### src/hw/tcb_defs.svh
// TCB cluster widths and sizes
`ifndef TCB_DEFS_SVH
`define TCB_DEFS_SVH

////////////////////////////////////////
// bus widths
////////////////////////////////////////

// address width
`define TCB_ADR_W 32
// data width
`define TCB_DAT_W 32
// byte enable width, one bit per byte
`define TCB_BEN_W (`TCB_DAT_W/8)
// byte offset bits inside a word
`define TCB_OFF_W $clog2(`TCB_BEN_W)

////////////////////////////////////////
// memory cluster
////////////////////////////////////////

// bank count, power of two
`define TCB_BANKS 4
`define TCB_BNK_W $clog2(`TCB_BANKS)
// words per bank
`define TCB_MEM_WORDS 64
`define TCB_WRD_W $clog2(`TCB_MEM_WORDS)

// manager queues, power of two, at least 2
`define TCB_QUE_DEPTH 4
// wait length counter width
`define TCB_LEN_W 8

`endif
### src/hw/tcb_pkg.sv
// TCB shared types
`default_nettype none
`include "tcb_defs.svh"

package tcb_pkg;

  ////////////////////////////////////////
  // bank index
  ////////////////////////////////////////

  // selects one of the banks
  typedef logic [`TCB_BNK_W-1:0] tcb_bank_t;

  ////////////////////////////////////////
  // address decoding
  ////////////////////////////////////////

  // field view, msb first
  typedef struct packed {
    // high bits above the cluster, ignored
    logic [`TCB_ADR_W-`TCB_BNK_W-`TCB_WRD_W-`TCB_OFF_W-1:0] unu;
    // bank index
    tcb_bank_t                                             bnk;
    // word index inside the bank
    logic [`TCB_WRD_W-1:0]                                 wrd;
    // byte offset, non-zero means misaligned
    logic [`TCB_OFF_W-1:0]                                 off;
  } tcb_adr_f_t;

  // one address word, two views
  typedef union packed {
    // flat word as issued by the manager
    logic [`TCB_ADR_W-1:0] raw;
    // decoded fields
    tcb_adr_f_t            fld;
  } tcb_adr_u;

endpackage

`default_nettype wire

### src/hw/tcb_mux.sv
// TCB response multiplexer
`default_nettype none
`include "tcb_defs.svh"

module tcb_mux
  import tcb_pkg::*;
(
  input  logic                  bus,
  input  logic                  rst,
  // transfer detection
  input  logic                  vld,
  input  logic                  rdy,
  input  tcb_bank_t             sel,
  // bank responses
  input  logic [`TCB_DAT_W-1:0] bank_rdt [`TCB_BANKS],
  input  logic [`TCB_BANKS-1:0] bank_err,
  // merged response to the manager
  output logic [`TCB_DAT_W-1:0] rdt,
  output logic                  err
);

  ////////////////////////////////////////
  // transfer tracking
  ////////////////////////////////////////

  // response due this cycle
  logic      pnd;
  // bank of the last transfer
  tcb_bank_t sel_q;

  always_ff @(posedge bus) begin
    if (rst) begin
      pnd <= 1'b0;
    end else begin
      pnd <= vld && rdy;
    end
  end

  always_ff @(posedge bus) begin
    if (vld && rdy) sel_q <= sel;
  end

  ////////////////////////////////////////
  // output select
  ////////////////////////////////////////

  // quiet outside response cycles
  assign rdt = pnd ? bank_rdt[sel_q] : '0;
  assign err = pnd && bank_err[sel_q];

  // only the bank owning the pending response may flag an error
  a_err_src: assert property (@(posedge bus) disable iff (rst)
    |bank_err |-> pnd && $onehot(bank_err) && bank_err[sel_q])
    else $error("error from a bank without a pending response");

endmodule

`default_nettype wire

### config.mk
export PLATFORM = sky130hd
export DESIGN_NAME = tcb_mux
export DESIGN_NICKNAME = d
export VERILOG_FILES = /design/src/hw/tcb_pkg.sv /design/src/hw/tcb_mux.sv
export VERILOG_INCLUDE_DIRS = /design/src /design/src/hw
export SDC_FILE = /design/constraint.sdc
export NUM_CORES = 1
export LEC_CHECK = 0
export BUFFER_PORTS_ARGS = -buffer_cell sky130_fd_sc_hd__buf_2
export CAP_MARGIN = 5
export CORE_MARGIN = 2
export CORE_UTILIZATION = 27
export DETAILED_ROUTE_END_ITERATION = 8
export PLACE_DENSITY_LB_ADDON = 0.3
export RECOVER_POWER = 25
export SLEW_MARGIN = 5
export SYNTH_ARGS = -nofsm -noshare
export SYNTH_HDL_FRONTEND = slang
export SYNTH_SLANG_ARGS = --single-unit
### constraint.sdc
create_clock -name bus -period 1.2 [get_ports bus]
set_clock_uncertainty 0.2 [all_clocks]
set_input_delay 0.06 -clock bus [delete_from_list [all_inputs] [get_ports bus]]
set_output_delay 0.06 -clock bus [all_outputs]
set_load 0.1 [all_outputs]
Yosys cells after proc, flatten, opt, wreduce, memory -nomap -nowiden
Index checks and enable logic that the tools add are counted.
W data, S select, Z words.
Operators by class
  bitwise logic cells: 1
  reduce and logical (&&, ||, !) cells: 2
  order comparisons: 2
  muxes and demuxes: 6
Operators by type and width (number)
  $mux W32: 3
  $bmux W32 S2: 1
  $ge A3 B3 Y1 const B: 1
  $lt A2 B3 Y1 const B: 1
  $not A2 Y3: 1
  $bmux W1 S2: 1
  $logic_and A1 B1 Y1: 2
  $mux W1: 1
Storage, ports and cells
  word-level logic and storage cells: 13
  input bits: 138
  output and inout port bits: 33
  register bits after elaboration: 3

Logic depth before layout (Yosys ltp)
  word-level depth: 5
  depth in mapped cells: 5
  depth with buffers taken out: 2

Worst setup path before layout
No wires, ideal clock.
  path kind: reg-to-output
  start point: register sel_q[1]
  end point: output err
  arrival: 2373 ps
  slack: -1433 ps
  cell stages (with the launch flop): 6
  required time: 940 ps
  buffers on the path: 3
  cells stage by stage: edfxtp_1 buf_6 buf_12 buf_12 mux2i_1 o22ai_1
On the way
  word-level cells in the longest chain between the ends: 3
Ends and longest elaborated chain
  start: declaration: line tcb_mux.sv:29  | tcb_bank_t sel_q;
  start signal: assignment: line tcb_mux.sv:40  | if (vld && rdy) sel_q <= sel;
  $bmux W1 S2: line tcb_mux.sv:49  | assign err = pnd && bank_err[sel_q];
  $mux W1 (implied by the code): line tcb_mux.sv:49
  $logic_and A1 B1 Y1: line tcb_mux.sv:49
  end: declaration: line tcb_mux.sv:19  | output logic err
No other way between the ends. The select of a mux whose other input is x is not followed.

Worst setup path in the final report
  start point: register sel_q[1]
  end point: output rdt[2]
On the way
  word-level cells in the longest chain between the ends: 5
Ends and longest elaborated chain
  $not A2 Y3 (implied by the code): line tcb_mux.sv:48  | assign rdt = pnd ? bank_rdt[sel_q] : '0;
  $bmux W32 S2: line tcb_mux.sv:48
  $mux W32 (implied by the code) (2 in series): line tcb_mux.sv:48
  $mux W32: line tcb_mux.sv:48
  end: declaration: line tcb_mux.sv:18  | output logic [`TCB_DAT_W-1:0] rdt,
No other way between the ends. The select of a mux whose other input is x is not followed.

==> metrics.txt <==
n_diodes=0; multi-input combinational cell area=0.00173 mm2; final max-slew violation count=0; Root Buffer=clkbuf_8; syn nets=259; synth-to-layout area growth=226%; via count=1,906; violated checks=setup timing; drt total wl=7520 um; VDD IR max=0.000617 V; 1st-iter DRT viols=58; Post-DRT Antenna Nets=0; largest net degree at the start of global routing=15; Rows=23; CTS buffer count=3; Port Buffers=170; Setup Viol. Count Final=33; total power=2.06 mW; critical path's top delay family=buffers and inverters; kind of critical path=flop to primary output; CP arrival=1.57 ns; H-tree Lvls=1; fin crit period=1.83 ns; share of cells above drive strength 1=96.2%; Die H=68.5 um; clk buf depth=2; DP Worst Slack=-0.444 ns; setup ws final=-0.629 ns; crit end category=primary output; initial antenna violation count=0; Pre-antenna DRT Iters=4; Initial Util=28.1%; DRC=0; Util after Layout=91.6%; status=complete, but fails checks; Critical Path Slowest Stage Cell=edfxtp_1; final hold violation count=0; critical path cell sequence=buf_6, buf_4, mux2i_2, o22ai_4, buf_12; die area=0.00469 mm2; Clock transition at path regs=0.03 ns; count of cell types in the netlist=13; gr ovfl total=0; Fmax=547 MHz; cell count after synthesis=121; Max Cap Viol=0; Mean Syn Cell Area=9.29 um2; dpl hpwl=4580 um; CP Max Fanout=8; Reg area=80.1 um2; # clock sinks=3; WL per Instance=20.8 um; die span in x=68.5 um; Worst-Margin Slew=0.312 ns; Buf/Inv on CP=3; synthesized cell area=0.00112 mm2; Placer Congestion=0.746; Worst EP required=0.94 ns; FILL cells=160; Via density=5.27; I/O pin count=171; setup TNS=-19.48 ns; Core ar.=0.00400 mm2; Rel. slew slack=78.6%; first-pass GRT wire length=9050 um; PwrDens=563 mW/mm2; All-Layer GR Usage=26.2%; Synth Register Bits=3; Yosys warnings=0; Leak=1.48 nW; Startpoint Class=flop; hold_ws=0.138 ns; top post-synthesis cells by area=mux2i_1 (59%), o22ai_1 (18%), buf_12 (8.9%); nets=451; Synth top area share=58.8%; worst min path class=input pin to flop; area leader, netlist=mux2i_1; CTS tree=done; RSZ-0062 raised after global routing=yes; largest stage delay on the critical path=0.40 ns; Tcrit/Tclk final=152%; vias in the first global route=1,931; Seq/Total Area, Yosys=7.13%
-- layout make-up --
class,count,share of cell area (%)
Timing Repair Buffer,202,47.7
Tap cell,50,1.71
Clock buffer,4,1.23
Multi-Input combinational cell,103,47.1
Sequential cell,3,2.19
-- worst paths after layout --
path | from | endpoint | slack, ns | depth (start not counted)
worst min-delay path | rdy | sel_q[0] | 0.14 | 2
worst max-delay path | sel_q[1] | rdt[2] | -0.63 | 5
-- placed cells by master (no fill, tap or decap) --
master / Yosys / routed
buf_2: 1 / 137
mux2i_2: 0 / 48
buf_12: 5 / 40
o22ai_4: 0 / 33
mux2i_4: 0 / 15
buf_4: 0 / 12
buf_6: 1 / 8
mux2i_1: 66 / 3
clkbuf_8: 0 / 3
dlygate4sd3_1: 0 / 3
edfxtp_1: 2 / 2
nand2b_4: 0 / 1
nand2_4: 0 / 1
and2_0: 0 / 1
nor2b_1: 1 / 1
clkbuf_1: 6 / 1
buf_16: 0 / 1
clkbuf_16: 0 / 1
dfxtp_1: 1 / 1
-- report_power, final --
group          switching [mW]  internal [mW]  total, mW
Combinational           0.854          0.781       1.64
Sequential            0.00639          0.118      0.124
Clock                  0.0743          0.227      0.302
Total                   0.934           1.13       2.06
-- kinds of logic after synthesis --
| family | count (synthesis) | share of synthesized area [%] |
|---|---|---|
| DFF | 3 | 7.13 |
| muxes | 66 | 58.8 |
| and+or+nand+nor | 4 | 2.01 |
| AOI/OAI and AO/OA | 33 | 18.4 |
| buffers and inverters | 15 | 13.7 |
-- Yosys cell counts (all sizes together) --
master and n:
and2 1, buf 7, clkbuf 8, dfxtp 1, edfxtp 2, mux2i 66
nand2 1, nand2b 1, nor2b 1, o22ai 33
-- layer usage --
layer  vias to the layer above  GRT usage (%)  wire length [um]
li1                        877              -                 -
met1                       907           25.3              2280
met2                       100           53.5              4540
met3                        22           4.22               495
met4                         0           10.8               198
met5                         -              0                 0
-- per-stage QoR --
stage	std cells	cell area, um2
6_report	362	3660
5_1_grt	362	3660
4_1_cts	361	3470
3_5_place_dp	349	3100
3_3_place_gp	349	3100
2_1_floorplan	121	1630
-- timing repair --
item	CTS	global route
endpoints found under the setup margin	33	33
hold buffers	3	0
endpoints found under the hold margin	3	0
pin swaps	15	15
gates cloned	1	1
resized for setup	62	28
buffers inserted	4	0
-- flip-flops by register name, summed over array words and instances (netlist names) --
| signal | flops |
|---|---|
| sel_q | 2 |
| pnd | 1 |
(Power assumes the default switching activity.)
