[src/hw/tcb_defs.svh]
// TCB cluster widths and sizes
`ifndef TCB_DEFS_SVH
`define TCB_DEFS_SVH

////////////////////////////////////////
// bus widths
////////////////////////////////////////

// address width
`define TCB_ADR_W 32
// data width
`define TCB_DAT_W 32
// byte enable width, one bit per byte
`define TCB_BEN_W (`TCB_DAT_W/8)
// byte offset bits inside a word
`define TCB_OFF_W $clog2(`TCB_BEN_W)

////////////////////////////////////////
// memory cluster
////////////////////////////////////////

// bank count, power of two
`define TCB_BANKS 4
`define TCB_BNK_W $clog2(`TCB_BANKS)
// words per bank
`define TCB_MEM_WORDS 64
`define TCB_WRD_W $clog2(`TCB_MEM_WORDS)

// manager queues, power of two, at least 2
`define TCB_QUE_DEPTH 4
// wait length counter width
`define TCB_LEN_W 8

`endif
[src/hw/tcb_pkg.sv]
// TCB shared types
`default_nettype none
`include "tcb_defs.svh"

package tcb_pkg;

  ////////////////////////////////////////
  // bank index
  ////////////////////////////////////////

  // selects one of the banks
  typedef logic [`TCB_BNK_W-1:0] tcb_bank_t;

  ////////////////////////////////////////
  // address decoding
  ////////////////////////////////////////

  // field view, msb first
  typedef struct packed {
    // high bits above the cluster, ignored
    logic [`TCB_ADR_W-`TCB_BNK_W-`TCB_WRD_W-`TCB_OFF_W-1:0] unu;
    // bank index
    tcb_bank_t                                             bnk;
    // word index inside the bank
    logic [`TCB_WRD_W-1:0]                                 wrd;
    // byte offset, non-zero means misaligned
    logic [`TCB_OFF_W-1:0]                                 off;
  } tcb_adr_f_t;

  // one address word, two views
  typedef union packed {
    // flat word as issued by the manager
    logic [`TCB_ADR_W-1:0] raw;
    // decoded fields
    tcb_adr_f_t            fld;
  } tcb_adr_u;

endpackage

`default_nettype wire

[src/hw/tcb_mem.sv]
// TCB memory bank
`default_nettype none
`include "tcb_defs.svh"

module tcb_mem
  import tcb_pkg::*;
(
  input  logic                  bus,
  input  logic                  rst,
  // TCB bus, vld from the decoder
  input  logic                  vld,
  output logic                  rdy,
  input  logic                  wen,
  input  tcb_adr_u              adr,
  input  logic [`TCB_BEN_W-1:0] ben,
  input  logic [`TCB_DAT_W-1:0] wdt,
  // response, one cycle after the transfer
  output logic [`TCB_DAT_W-1:0] rdt,
  output logic                  err
);

  logic [`TCB_DAT_W-1:0] mem [`TCB_MEM_WORDS];
  logic                  trn;
  logic                  mis;
  logic                  rec;

  ////////////////////////////////////////
  // handshake
  ////////////////////////////////////////

  assign trn = vld && rdy;
  // any byte offset is misaligned
  assign mis = (adr.fld.off != '0);
  // busy for one cycle after a write
  assign rdy = !rec;

  always_ff @(posedge bus) begin
    if (rst) begin
      rec <= 1'b0;
      err <= 1'b0;
    end else begin
      rec <= trn && wen;
      err <= trn && mis;
    end
  end

  ////////////////////////////////////////
  // storage
  ////////////////////////////////////////

  always_ff @(posedge bus) begin
    // byte merge, misaligned writes dropped
    if (trn && wen && !mis) begin
      for (int b = 0; b < `TCB_BEN_W; b++) begin
        if (ben[b]) mem[adr.fld.wrd][8*b +: 8] <= wdt[8*b +: 8];
      end
    end
    // registered read
    if (trn && !wen) rdt <= mem[adr.fld.wrd];
  end

endmodule

`default_nettype wire

[config.mk]
export PLATFORM = sky130hd
export DESIGN_NAME = tcb_mem
export DESIGN_NICKNAME = d
export VERILOG_FILES = /design/src/hw/tcb_pkg.sv /design/src/hw/tcb_mem.sv
export VERILOG_INCLUDE_DIRS = /design/src /design/src/hw
export SDC_FILE = /design/constraint.sdc
export NUM_CORES = 2
export LEC_CHECK = 0
export BUFFER_PORTS_ARGS = -buffer_cell sky130_fd_sc_hd__buf_2
export CAP_MARGIN = 20
export CORE_ASPECT_RATIO = 0.75
export CORE_MARGIN = 2
export CORE_UTILIZATION = 50
export CTS_CLUSTER_SIZE = 25
export DETAILED_ROUTE_END_ITERATION = 16
export PLACE_DENSITY = 0.66
export SETUP_SLACK_MARGIN = 0.4
export SLEW_MARGIN = 25
export SYNTH_ARGS = -nofsm -noshare
export SYNTH_HDL_FRONTEND = slang
export SYNTH_SLANG_ARGS = --single-unit
[constraint.sdc]
create_clock -name bus -period 7 [get_ports bus]
set_clock_uncertainty 0.1 [all_clocks]
set_input_delay 1.4 -clock bus [delete_from_list [all_inputs] [get_ports bus]]
set_output_delay 1.4 -clock bus [all_outputs]
set_load 0.1 [all_outputs]
* Word-level counts from Yosys, hierarchy flattened
Memory sizes are Yosys's and may differ from the RTL's. A register that Yosys moved wholly into a read port is not among the register bits.
Cells that the tools add are included.
** Word-level totals
- Memories :: 1
- Bits in read-only memories :: 0
- Bits in writable memories :: 2048
- Word-level logic and storage cells :: 24
- Latch bits :: 0
- Register bits :: 2
** Cells by class
- Equal/unequal tests :: 0
- Magnitude comparators :: 0
- Bitwise logic cells :: 0
- Div/mod/pow operators :: 0
- Muxes and demuxes :: 12
- Reduce and logical (&&, ||, !) cells :: 9
- $mul :: 0
- Add/sub/neg operators :: 0
- Shifts and indexed selects :: 0
** Memories
- mem :: words 64, width 32, rd ports 1, clocked after Yosys merged registers in 1, write ports 1, line tcb_mem.sv:22 : logic [`TCB_DAT_W-1:0] mem [`TCB_MEM_WORDS];
** Operator list (number)
- 2-to-1 mux 1 bit :: 12
- logical AND 1 bit :: 5
- logical NOT 1 bit :: 3
- nonzero test 2 bit :: 1

* Logic depth before layout (Yosys ltp)
- Word-level depth :: 6
- Mapped depth :: 12
- Mapped depth without buffers :: 6

* Least setup slack after synthesis
Ideal clock, no wire load.
- Path kind :: input to register
- From :: input adr[6] (netlist bit)
- To :: memory mem[0][0] (netlist bit) (enable)
- Data arrival time :: 3.101 ns
- Setup time :: 0.370 ns
- Slack :: 3.429 ns
- Stages :: 6
- Cells stage by stage :: clkbuf_1 -> nor3_1 -> clkbuf_1 -> clkbuf_1 -> nand2_1 -> nor2_1
** RTL lines
- from (decl) :: line tcb_mem.sv:14 : input tcb_adr_u adr,
- to (decl) :: line tcb_mem.sv:22
No word-level cell before the write port.

* Worst setup path after layout
- From :: input adr[5] (netlist bit)
- To :: memory mem[27][2] (netlist bit) (enable)
No word-level cell before the write port.

==> results_dict.tcl <==
set metrics [dict create \
    worstSkewPairLatency_ns 0.83 \
    clk_pin_slew_worst_paths_ns 0.06 \
    dp_slack_ns 1.78 \
    drv_slew 0 \
    finalHoldViolCount 0 \
    synth_cells 4805 \
    track_usage_pct 30.2 \
    crit_path_start_kind "input pin" \
    path_class "input pin to flop" \
    comb_power_share_pct 5.7 \
    die_x_um 467 \
    drcViolationCount 0 \
    post-dp-hpwl_mm 152 \
    nFillCells 12400 \
    numCtsBuffers 187 \
    yosys_most_used_dff "edfxtp_1" \
    drtPass1Iterations 6 \
    max_slew_margin_pct 17.6 \
    hp-start "rec" \
    cellInternalPower_mw 19.7 \
    synth_edf_count 2080 \
    hp-class "flop to flop" \
    synth-async-reset-ratio_pct 0 \
    clock_sinks 2082 \
    cts_tree "built" \
    postSynthNetCount 4877 \
    fp-row-count 127 \
    min_to "rec" \
    yosysWarnings 0 \
    wirelength_mm 250 \
    reg2reg_from "rec" \
    avgSynthCellArea_um2 16.7 \
    vias_per_cell 6.75 \
    final_nets 4923 \
    rr_endpoint "mem[58][2]" \
    outcome "complete, no violations" \
    vias 48300 \
    fmax_mhz 222 \
    dieArea_um2 164000 \
    portBuffers 81 \
    die_y_um 351 \
    cts_root_buffer "clkbuf_16" \
    mostFrequentLayoutCells "edfxtp_1 (2,080), a22oi_1 (490), nor2_1 (378), clkbuf_16 (196), nand2_1 (182)" \
    ant_nets 0 \
    cp.required_ns 7.35 \
    synth_top_cell_by_area "edfxtp_1" \
    drt_iter0_drc 8138 \
    multi_input_area_um2 16200 \
    cts_resized 0 \
    synth_cell_types 59 \
    hold_path_depth 3 \
    cp-end-kind "flop" \
    vdd_ir_drop_max_mv 0.281 \
    syn_area_um2 80400 \
    grt-ovfl-total 0 \
    grt_max_degree 100 \
    ios 106 \
    synth.top_cell.area_share_pct 77.7 \
    core_area_um2 160000 \
    period_share_pct 64.2 \
    yosys-top-cells-area "edfxtp_1 (78%), a22oi_1 (4.6%), mux2i_1 (2.1%)" \
    ys_ff_latch 2082 \
    path_max_fanout 16 \
    tightest_slew_ns 1.23 \
    rsz0062_at_grt "false" \
    gp_congestion 0.899 \
    cap_violations 0 \
    fin_crit_ns 4.50 \
    seq_area_um2 62500 \
    avgRoutedWirePerCell_um 35.0 \
    seq_power_share_pct 54.2 \
    start_util_pct 50.3 \
    ys_seq_area_share_pct 77.7 \
    post_cts_buffers 0 \
    finalSetupTns_ns 0 \
    worstPathArrival_ns 4.84 \
    setup_ws_ns 2.50 \
    drive_gt1_share_pct 12.9 \
    grt_antenna_before_repair 18 \
    timing.reg2reg.setup_slack_ns 4.14 \
    setup_viol 0 \
    p_per_area_nw_per_um2 285 \
    postCtsHoldBufs 0 \
    cts_buffer_depth 3 \
    clockPowerShare_pct 40.0 \
    syn2layout_area_growth_pct 10.7 \
    p_sw_mw 5.69 \
    grt_pass1_vias 45100 \
    h-tree-depth 4 \
    mostFrequentLayoutCell "edfxtp_1" \
    grt_pass1_wl_mm 347 \
    worstRegToRegCells 6 \
    power_leakage_nw 27.4 \
    swShare_pct 22.4 \
]
==> flip-flops by register name, indices dropped and copies added (netlist names) <==
register  flops
mem        2048
rdt          32
err           1
rec           1
==> cell usage after synthesis, types with 18 or more instances <==
| cell type | n |
|---|---|
| buf_6 | 23 |
| buf_1 | 34 |
| o22ai_1 | 160 |
| mux2i_1 | 167 |
| o32ai_1 | 31 |
| edfxtp_1 | 2080 |
| buf_4 | 26 |
| a22oi_1 | 490 |
| a21oi_1 | 151 |
| a211oi_1 | 28 |
| o21ai_0 | 109 |
| o211ai_1 | 53 |
| nor2_1 | 394 |
| mux4_2 | 24 |
| a22o_1 | 57 |
| nand3_1 | 21 |
| a221oi_1 | 156 |
| nor3_1 | 24 |
| nand2_1 | 189 |
| a221o_1 | 18 |
| buf_2 | 143 |
| clkbuf_1 | 142 |
| mux2_2 | 102 |
==> power by group through the flow <==
stage | clock [mW] | combinational [mW] | sequential, mW
floorplan | 0 | 0.660 | 14.1
global placement | 0 | 1.38 | 14.0
detailed placement | 0 | 1.41 | 14.0
CTS | 10.1 | 1.41 | 13.8
global route | 10.6 | 1.50 | 13.7
finish | 10.1 | 1.46 | 13.8
==> per-stage QoR <==
step	cell area, um2	total power, mW	instances	utilization (%)	hold WS [ns]
6_report	89000	25.4	7150	55.7	0.526
5_1_grt	89000	25.9	7141	55.7	0.582
4_1_cts	89000	25.3	7137	55.7	0.532
3_5_place_dp	83100	15.4	6790	52.0	0.519
3_3_place_gp	83000	15.4	6789	51.9	0.494
2_1_floorplan	80400	14.8	4805	-	0.526
==> worst max-delay path: stages <==
cell,delay [ns]
buf_2,0.39
nand2_1,0.26
nor2_2,0.78
buf_4,0.42
nand2_1,0.53
nor2_1,1.02
==> cells by family (layout without fill, tap and decap cells) <==
logic type | after synthesis | after routing | share of synthesized area [%]
AOI/OAI and AO/OA | 1336 | 1336 | 12.0
and+or+nand+nor | 721 | 721 | 3.82
DFF | 2082 | 2082 | 77.7
buffers and inverters | 372 | 576 | 2.30
other | 0 | 13 | 0
muxes | 294 | 294 | 4.19
==> worst max path at each step <==
stage | slack (ns) | startpoint | to
final | 2.50 | adr[5] | mem[27][2]
after detailed placement | 1.78 | adr[4] | rdt[7]
after global routing | 2.55 | adr[4] | rdt[2]
after CTS | 2.61 | adr[4] | rdt[7]
after floorplan | 3.43 | adr[6] | mem[0][0]
after global placement | 1.79 | adr[4] | rdt[12]
==> per-layer routing <==
layer	vias to the layer above	global-route usage, %	part of all wire, %
met3	569	11.3	15
li1	19700	-	-
met1	24500	42.9	39
met2	3526	41.4	41
met5	-	1.02	0.14
met4	30	13.7	5.0
==> cell type report <==
| type | instances | share of cell area [%] |
|---|---|---|
| Sequential cell | 2082 | 70.2 |
| Multi-Input combinational cell | 2351 | 18.2 |
| Clock buffer | 240 | 5.69 |
| Tap cell | 2128 | 2.99 |
| Timing Repair Buffer | 225 | 1.90 |
| Clock inverter | 107 | 0.943 |
| Antenna cell | 13 | 0.0365 |
| Inverter | 4 | 0.0211 |
(Power assumes the default switching activity.)
