--- config.mk ---
export PLATFORM = sky130hd
export DESIGN_NAME = tcb_man
export DESIGN_NICKNAME = d
export VERILOG_FILES = /design/src/hw/tcb_pkg.sv /design/src/hw/tcb_man.sv
export VERILOG_INCLUDE_DIRS = /design/src /design/src/hw
export SDC_FILE = /design/constraint.sdc
export NUM_CORES = 1
export LEC_CHECK = 0
export ABC_AREA = 0
export BUFFER_PORTS_ARGS = -buffer_cell sky130_fd_sc_hd__buf_2
export CORE_UTILIZATION = 62
export CTS_CLUSTER_DIAMETER = 30
export DETAILED_ROUTE_END_ITERATION = 16
export GPL_TIMING_DRIVEN = 0
export PLACE_DENSITY = 0.95
export SLEW_MARGIN = 20
export SYNTH_ARGS = -nofsm -noshare
export SYNTH_HDL_FRONTEND = slang
export SYNTH_SLANG_ARGS = --single-unit
--- constraint.sdc ---
create_clock -name bus -period 7.7 [get_ports bus]
set_input_delay 1.54 -clock bus [delete_from_list [all_inputs] [get_ports bus]]
set_output_delay 1.54 -clock bus [all_outputs]
set_load 0.05 [all_outputs]
--- src/hw/tcb_defs.svh ---
// TCB cluster widths and sizes
`ifndef TCB_DEFS_SVH
`define TCB_DEFS_SVH

////////////////////////////////////////
// bus widths
////////////////////////////////////////

// address width
`define TCB_ADR_W 32
// data width
`define TCB_DAT_W 32
// byte enable width, one bit per byte
`define TCB_BEN_W (`TCB_DAT_W/8)
// byte offset bits inside a word
`define TCB_OFF_W $clog2(`TCB_BEN_W)

////////////////////////////////////////
// memory cluster
////////////////////////////////////////

// bank count, power of two
`define TCB_BANKS 4
`define TCB_BNK_W $clog2(`TCB_BANKS)
// words per bank
`define TCB_MEM_WORDS 64
`define TCB_WRD_W $clog2(`TCB_MEM_WORDS)

// manager queues, power of two, at least 2
`define TCB_QUE_DEPTH 4
// wait length counter width
`define TCB_LEN_W 8

`endif
--- src/hw/tcb_pkg.sv ---
// TCB shared types
`default_nettype none
`include "tcb_defs.svh"

package tcb_pkg;

  ////////////////////////////////////////
  // bank index
  ////////////////////////////////////////

  // selects one of the banks
  typedef logic [`TCB_BNK_W-1:0] tcb_bank_t;

  ////////////////////////////////////////
  // address decoding
  ////////////////////////////////////////

  // field view, msb first
  typedef struct packed {
    // high bits above the cluster, ignored
    logic [`TCB_ADR_W-`TCB_BNK_W-`TCB_WRD_W-`TCB_OFF_W-1:0] unu;
    // bank index
    tcb_bank_t                                             bnk;
    // word index inside the bank
    logic [`TCB_WRD_W-1:0]                                 wrd;
    // byte offset, non-zero means misaligned
    logic [`TCB_OFF_W-1:0]                                 off;
  } tcb_adr_f_t;

  // one address word, two views
  typedef union packed {
    // flat word as issued by the manager
    logic [`TCB_ADR_W-1:0] raw;
    // decoded fields
    tcb_adr_f_t            fld;
  } tcb_adr_u;

endpackage

`default_nettype wire

--- src/hw/tcb_man.sv ---
// TCB bus manager
`default_nettype none
`include "tcb_defs.svh"

module tcb_man
  import tcb_pkg::*;
(
  input  logic                  bus,
  input  logic                  rst,
  // command port
  input  logic                  cmd_vld,
  output logic                  cmd_rdy,
  input  logic                  cmd_wen,
  input  tcb_adr_u              cmd_adr,
  input  logic [`TCB_BEN_W-1:0] cmd_ben,
  input  logic [`TCB_DAT_W-1:0] cmd_wdt,
  // response port
  output logic                  rsp_vld,
  input  logic                  rsp_rdy,
  output logic [`TCB_DAT_W-1:0] rsp_rdt,
  output logic                  rsp_err,
  output logic [`TCB_LEN_W-1:0] rsp_len,
  // TCB bus
  output logic                  vld,
  input  logic                  rdy,
  output logic                  wen,
  output tcb_adr_u              adr,
  output logic [`TCB_BEN_W-1:0] ben,
  output logic [`TCB_DAT_W-1:0] wdt,
  input  logic [`TCB_DAT_W-1:0] rdt,
  input  logic                  err
);

  localparam int QD = `TCB_QUE_DEPTH;
  localparam int QA = $clog2(QD);

  ////////////////////////////////////////
  // request queue
  ////////////////////////////////////////

  // pointers carry one extra wrap bit
  logic [QA:0]           req_wp;
  logic [QA:0]           req_rp;
  logic                  req_full;
  logic                  req_empty;
  logic                  req_push;
  logic                  req_wen_m [QD];
  tcb_adr_u              req_adr_m [QD];
  logic [`TCB_BEN_W-1:0] req_ben_m [QD];
  logic [`TCB_DAT_W-1:0] req_wdt_m [QD];

  assign req_empty = (req_wp == req_rp);
  assign req_full  = (req_wp[QA] != req_rp[QA]) && (req_wp[QA-1:0] == req_rp[QA-1:0]);
  assign cmd_rdy   = !req_full;
  assign req_push  = cmd_vld && cmd_rdy;

  // payload storage
  always_ff @(posedge bus) begin
    if (req_push) begin
      req_wen_m[req_wp[QA-1:0]] <= cmd_wen;
      req_adr_m[req_wp[QA-1:0]] <= cmd_adr;
      req_ben_m[req_wp[QA-1:0]] <= cmd_ben;
      req_wdt_m[req_wp[QA-1:0]] <= cmd_wdt;
    end
  end

  ////////////////////////////////////////
  // transfer issue
  ////////////////////////////////////////

  logic                  trn;
  logic                  trn_dly;
  logic                  issue_ok;
  logic [QA:0]           rsp_wp;
  logic [QA:0]           rsp_rp;
  logic [QA:0]           rsp_used;
  logic [`TCB_LEN_W-1:0] len_cnt;
  logic [`TCB_LEN_W-1:0] len_dly;

  // room for the response in flight plus this one
  assign rsp_used = rsp_wp - rsp_rp;
  assign issue_ok = (int'(rsp_used) + int'(trn_dly)) < QD;

  // queue head drives the bus directly
  assign vld = !req_empty && issue_ok;
  assign wen = req_wen_m[req_rp[QA-1:0]];
  assign adr = req_adr_m[req_rp[QA-1:0]];
  assign ben = req_ben_m[req_rp[QA-1:0]];
  assign wdt = req_wdt_m[req_rp[QA-1:0]];
  assign trn = vld && rdy;

  always_ff @(posedge bus) begin
    if (rst) begin
      req_wp  <= '0;
      req_rp  <= '0;
      trn_dly <= 1'b0;
      len_cnt <= '0;
    end else begin
      if (req_push) req_wp <= req_wp + 1'b1;
      if (trn)      req_rp <= req_rp + 1'b1;
      // response arrives one cycle after the transfer
      trn_dly <= trn;
      // wait cycles, saturating
      if (trn) begin
        len_cnt <= '0;
      end else if (vld && (len_cnt != '1)) begin
        len_cnt <= len_cnt + 1'b1;
      end
    end
  end

  // length travels alongside the transfer
  always_ff @(posedge bus) begin
    if (trn) len_dly <= len_cnt;
  end

  ////////////////////////////////////////
  // response queue
  ////////////////////////////////////////

  logic                  rsp_pop;
  logic                  rsp_full;
  logic [`TCB_DAT_W-1:0] rsp_rdt_m [QD];
  logic                  rsp_err_m [QD];
  logic [`TCB_LEN_W-1:0] rsp_len_m [QD];

  assign rsp_vld  = (rsp_wp != rsp_rp);
  assign rsp_full = (rsp_wp[QA] != rsp_rp[QA]) && (rsp_wp[QA-1:0] == rsp_rp[QA-1:0]);
  assign rsp_pop  = rsp_vld && rsp_rdy;
  assign rsp_rdt  = rsp_rdt_m[rsp_rp[QA-1:0]];
  assign rsp_err  = rsp_err_m[rsp_rp[QA-1:0]];
  assign rsp_len  = rsp_len_m[rsp_rp[QA-1:0]];

  always_ff @(posedge bus) begin
    if (trn_dly) begin
      rsp_rdt_m[rsp_wp[QA-1:0]] <= rdt;
      rsp_err_m[rsp_wp[QA-1:0]] <= err;
      rsp_len_m[rsp_wp[QA-1:0]] <= len_dly;
    end
  end

  always_ff @(posedge bus) begin
    if (rst) begin
      rsp_wp <= '0;
      rsp_rp <= '0;
    end else begin
      if (trn_dly) rsp_wp <= rsp_wp + 1'b1;
      if (rsp_pop) rsp_rp <= rsp_rp + 1'b1;
    end
  end

  ////////////////////////////////////////
  // checks
  ////////////////////////////////////////

  // stalled request holds until the transfer
  a_req_hold: assert property (@(posedge bus) disable iff (rst)
    vld && !rdy |=> vld && $stable(wen) && $stable(adr) && $stable(ben) && $stable(wdt))
    else $error("request changed while stalled");

  // issue gating keeps a slot for every response in flight
  a_rsp_room: assert property (@(posedge bus) disable iff (rst) trn_dly |-> !rsp_full)
    else $error("response queue overflow");

endmodule

`default_nettype wire

Word-level counts from Yosys, hierarchy flattened

Memory sizes are Yosys's and may differ from the RTL's. A register that Yosys moved wholly into a read port is not among the register bits.
Cells that the tools add are included.

Flip-flop bits (word level): 29
Memory bits (writable): 440
Bits of input ports: 107
Logic and storage cells: 54
Memories kept: 7

$add $sub $neg: 7
$lt $le $gt $ge: 1
Eq/ne operators: 5
Muxes and demuxes: 18
Reductions and logical operators: 9

Memory list:

| name        | depth | bits a word | rd ports | clocked after memory_dff | write ports | line           | source |
|---|---|---|---|---|---|---|---|
| req_adr_m   | 4     | 32          | 1        | 1                        | 1           | tcb_man.sv:48  | `tcb_adr_u req_adr_m [QD];` |
| req_wdt_m   | 4     | 32          | 1        | 1                        | 1           | tcb_man.sv:50  | `` logic [`TCB_DAT_W-1:0] req_wdt_m [QD]; `` |
| rsp_rdt_m   | 4     | 32          | 1        | 1                        | 1           | tcb_man.sv:123 | `` logic [`TCB_DAT_W-1:0] rsp_rdt_m [QD]; `` |
| rsp_len_m   | 4     | 8           | 1        | 1                        | 1           | tcb_man.sv:125 | `` logic [`TCB_LEN_W-1:0] rsp_len_m [QD]; `` |
| req_ben_m   | 4     | 4           | 1        | 1                        | 1           | tcb_man.sv:49  | `` logic [`TCB_BEN_W-1:0] req_ben_m [QD]; `` |
| req_wen_m   | 4     | 1           | 1        | 1                        | 1           | tcb_man.sv:47  | `logic req_wen_m [QD];` |
| +1 memories | -     | -           | -        | -                        | -           | -              |  |

Operators with widths:

| operator                                                   | count |
|---|---|
| 2-to-1 mux 2 bit                                           | 14 |
| adder 3 x 1 -> 3 bit, second input constant                | 4 |
| adder 8 x 1 -> 8 bit, second input constant                | 1 |
| inequality test 8 bit, second input constant               | 1 |
| logical AND 1 bit                                          | 6 |
| adder 3 x 1 -> 4 bit                                       | 1 |
| less-than comparator 4 x 3 -> 1 bit, second input constant | 1 |
| 2-to-1 mux 1 bit                                           | 4 |
| equality test 3 bit                                        | 1 |
| inequality test 3 bit                                      | 1 |
| subtractor 3 bit                                           | 1 |
| equality test 2 bit                                        | 1 |
| logical NOT 1 bit                                          | 2 |
| OR reduction 2 bit                                         | 1 |
| inequality test 1 bit                                      | 1 |

Longest topological paths before layout

Depth after elaboration: 7
Mapped depth: 9
Mapped depth without buffers: 7

Worst setup path before layout

Ideal clock, no wire load.

Path kind: input-to-reg
Start: in cmd_vld
End: mem req_adr_m[0][0] (netlist bit) (enable)
Setup time: 0.435 ns
Arrival: 3.404 ns
Required time: 7.265 ns
Slack: 3.861 ns
Stages: 2
Path buffers: 0
Cells stage by stage: o31a_1 > and2_1

Cells in the longest elaborated chain, start to end: 3

RTL lines:

| item                                   | line          | source |
|---|---|---|
| from (decl)                            | tcb_man.sv:11 | `input logic cmd_vld,` |
| logical AND 1 bit                      | tcb_man.sv:55 | `assign req_push = cmd_vld && cmd_rdy;` |
| 2-to-1 mux 1 bit                       | tcb_man.sv:59 | `if (req_push) begin` |
| 2-to-1 mux 1 bit (implied by the code) | tcb_man.sv:61 | `req_adr_m[req_wp[QA-1:0]] <= cmd_adr;` |
| to (decl)                              | tcb_man.sv:48 |  |

Every way passes these cells.

Worst setup path in the final report

Start: reg rsp_wp[0]
End: out vld

Cells in the longest elaborated chain, start to end: 4

RTL lines:

| item                                | line           | source |
|---|---|---|
| from (decl)                         | tcb_man.sv:74  | `logic [QA:0] rsp_wp;` |
| from (signal assigned)              | tcb_man.sv:147 | `if (trn_dly) rsp_wp <= rsp_wp + 1'b1;` |
| subtractor 3 bit                    | tcb_man.sv:81  | `assign rsp_used = rsp_wp - rsp_rp;` |
| adder 3 x 1 -> 4 bit                | tcb_man.sv:82  | `assign issue_ok = (int'(rsp_used) + int'(trn_dly)) < QD;` |
| less-than comparator 4 x 3 -> 1 bit | tcb_man.sv:82  |  |
| logical AND 1 bit                   | tcb_man.sv:85  | `assign vld = !req_empty && issue_ok;` |
| to (decl)                           | tcb_man.sv:24  | `output logic vld,` |

Every way passes these cells.

==> flow_metrics.tcl <==
set metrics [dict create \
    dieArea_sq_mm 0.0288 \
    htree_levels 3 \
    worstPathRequired_ps 6160 \
    first_global_vias 10000 \
    dr_wl_met3_mm 3.90 \
    pwr-share-comb_pct 15.9 \
    vias_per_cell 6.23 \
    drv_slew 0 \
    hold_buffers 0 \
    switching_share_pct 28.9 \
    finalSetupTns_ps 0 \
    ys_types 44 \
    p_leak_nw 7.60 \
    ant_nets 0 \
    cts.path.max_buffers 3 \
    r2r_end "len_dly[6]" \
    synth_commonest_cells "448 x edfxtp_1, 110 x mux4_2, 25 x dfxtp_1, 15 x nor2_1, 13 x ha_1" \
    synth.area.top_cells "edfxtp_1 77%, mux4_2 14%, dfxtp_1 2.9%" \
    num_vias 9262 \
    postCtsResizedCells 0 \
    max_slew_margin_pct 48.5 \
    crit_type "reg -> out" \
    core_area_sq_mm 0.0278 \
    reg2reg_from "rsp_wp[0]" \
    cp_num_buf_inv 3 \
    clockRootBuffer "clkbuf_16" \
    grt_setup_unrepaired "no" \
    synthToLayoutAreaGrowth_pct 26.4 \
    arrival_ps 2860 \
    overflow 0 \
    endpoint_kind "output pin" \
    final-instance-count-excl-fill 1487 \
    yosysTopAreaCellShare_pct 77.0 \
    reg2regPathDepth 8 \
    worstMarginPinSlew_ps 769 \
    dpl.cell_count 1339 \
    p_seq_share_pct 37.7 \
    min_period_ps 4400 \
    syn_nets 856 \
    async_flop_share_pct 0 \
    ir_drop_mv 0.386 \
    synth_edf_count 448 \
    syn_area_per_cell_sq_um 23.8 \
    die_y_um 170 \
    whs_endpoint "len_dly[1]" \
    yosysMostFrequentCell "edfxtp_1" \
    pwr_density_cell_mw_per_mm2 363 \
    globalplace.congestion 0.833 \
    drive_gt1_share_pct 44.9 \
    cpPeakStageDelay_ps 510 \
    synth_top_flop_cell "edfxtp_1" \
    grt_usage_pct 32.9 \
    port_buffers 218 \
    holdCritStartpoint "len_cnt[1]" \
    drc 0 \
    synth_area_leader_cell "edfxtp_1" \
    outcome "finished, final reports clean" \
    drt-initial-drc-count 969 \
    io_pins 220 \
    internal_power_mw 5.70 \
    ff2ff_setup_slack_ps 4710 \
    postSynthCellCount 735 \
    skew_ps 57.5 \
    ys_seq_area_share_pct 79.9 \
    num_rows 61 \
    crit_path_top_delay_cell "fa_1" \
    wl_met1_mm 14.6 \
    path_cells "inv_1 -> ha_1 -> fa_1 -> nand2b_1 -> o21ai_2 -> buf_6 -> nor2_1 -> buf_2" \
    ys_seq_elements 473 \
    maxUsedRoutingLayer "met5" \
    worstHoldPathType "reg -> reg" \
    clkTransAtPathRegs_ps 50 \
    cts_sinks 473 \
    dr.pass1.iters 5 \
    finalCritPeriodShare_pct 57.2 \
    synth_area_sq_mm 0.0175 \
    power.switching_mw 2.31 \
    holdPathStages 0 \
    routed_wl_mm 45.9 \
    fin_nets 1162 \
    utilization_pct 79.5 \
    routed-wl-met2_mm 24.5 \
    wl_per_cell_um 30.8 \
    grt_max_degree 51 \
    drv_cap 0 \
    cp_top_family "adder cells" \
    insertion_delay_ps 610 \
    antenna_found_initial 6 \
    start_util_pct 62.9 \
    crit_fanout 10 \
    clkPwrFrac_pct 46.4 \
    timing.fmax_mhz 227 \
    grt_pass1_wl_mm 65.7 \
    setup_viol 0 \
    post_cts_buffers 0 \
    detailed_place_hpwl_mm 24.0 \
    numCtsBuffers 78 \
    start_kind "flip-flop" \
    cts_tree "done" \
    hold_viol 0 \
    die_x_um 170 \
    crit_start "rsp_wp[0]" \
    synth-warning-count 0 \
]
## cell type report
| type | count | area [sq um] |
|---|---|---|
| flip-flops and latches | 473 | 14000 |
| fillers | 1294 | 5700 |
| multi-input cells | 224 | 3350 |
| clock buffers | 85 | 2000 |
| repair buffers | 226 | 1280 |
| clock inverters | 59 | 832 |
| well taps | 378 | 473 |
| plain buffers | 31 | 150 |
| inverters | 7 | 28.8 |
| diodes | 4 | 10.0 |
## how the worst max path moves through the flow
stage | endpoint | slack, ps | cells past startpoint
2_1_floorplan | req_adr_m[0][0] | 3860 | 2
3_3_place_gp | req_adr_m[1][20] | 2600 | 3
3_5_place_dp | adr[29] | 4010 | 5
4_1_cts | vld | 3290 | 8
5_1_grt | vld | 3230 | 8
6_report | vld | 3300 | 8
## placed cells by master (no fill, tap or decap), types with 7 or more instances in the layout
master and count:
edfxtp_1 448, buf_2 230, mux4_2 110, clkbuf_16 79
dfxtp_1 25, nor2_1 15, clkbuf_1 15, ha_1 13
bufinv_16 13, a21oi_1 10, clkinv_2 9, clkinv_4 9
buf_1 7, o31ai_1 7, clkinvlp_4 7, clkinv_1 7
inv_6 7
## kinds of logic after synthesis
kind of cell / count (synthesis) / synth area share, %
simple gates: 48 / 1.51
xor+xnor: 14 / 0.874
fa+ha+maj: 14 / 1.05
buf+inv: 38 / 1.01
mux: 114 / 14.4
compound gates: 34 / 1.27
flops: 473 / 79.9
## routing by layer
layer  track usage, %  up-vias
li1                 -     3741
met1             35.5     4770
met2             58.1      593
met3             8.95      154
met4             19.3        4
met5                0        -
## state kept, by name, indices dropped and copies added (netlist names), named ones only
register   cells
rsp_err_m      4
trn_dly        1
req_wdt_m    128
rsp_wp         3
req_rp         3
len_dly        8
rsp_len_m     32
rsp_rdt_m    128
len_cnt        8
req_ben_m     16
req_wen_m      4
req_adr_m    128
rsp_rp         3
req_wp         3
## power groups by stage
stage	registers [mW]	clock network, mW	logic (mW)
2_1_floorplan	3.04	0	0.926
3_5_place_dp	3.06	0	1.23
6_report	3.02	3.72	1.27
3_3_place_gp	3.05	0	1.19
5_1_grt	3.03	3.84	1.32
4_1_cts	3.02	3.74	1.28
## stage by stage
step	area, sq um	power, mW	worst slack (ps)	hold slack (ps)
after floorplan	17500	3.96	3860	459
final	22100	8.01	3300	493
after global placement	19000	4.24	2600	470
after CTS	22100	8.04	3290	483
after global routing	22100	8.19	3230	501
after detailed placement	19200	4.29	4010	491
No activity file was read; power rests on OpenSTA's default activity.
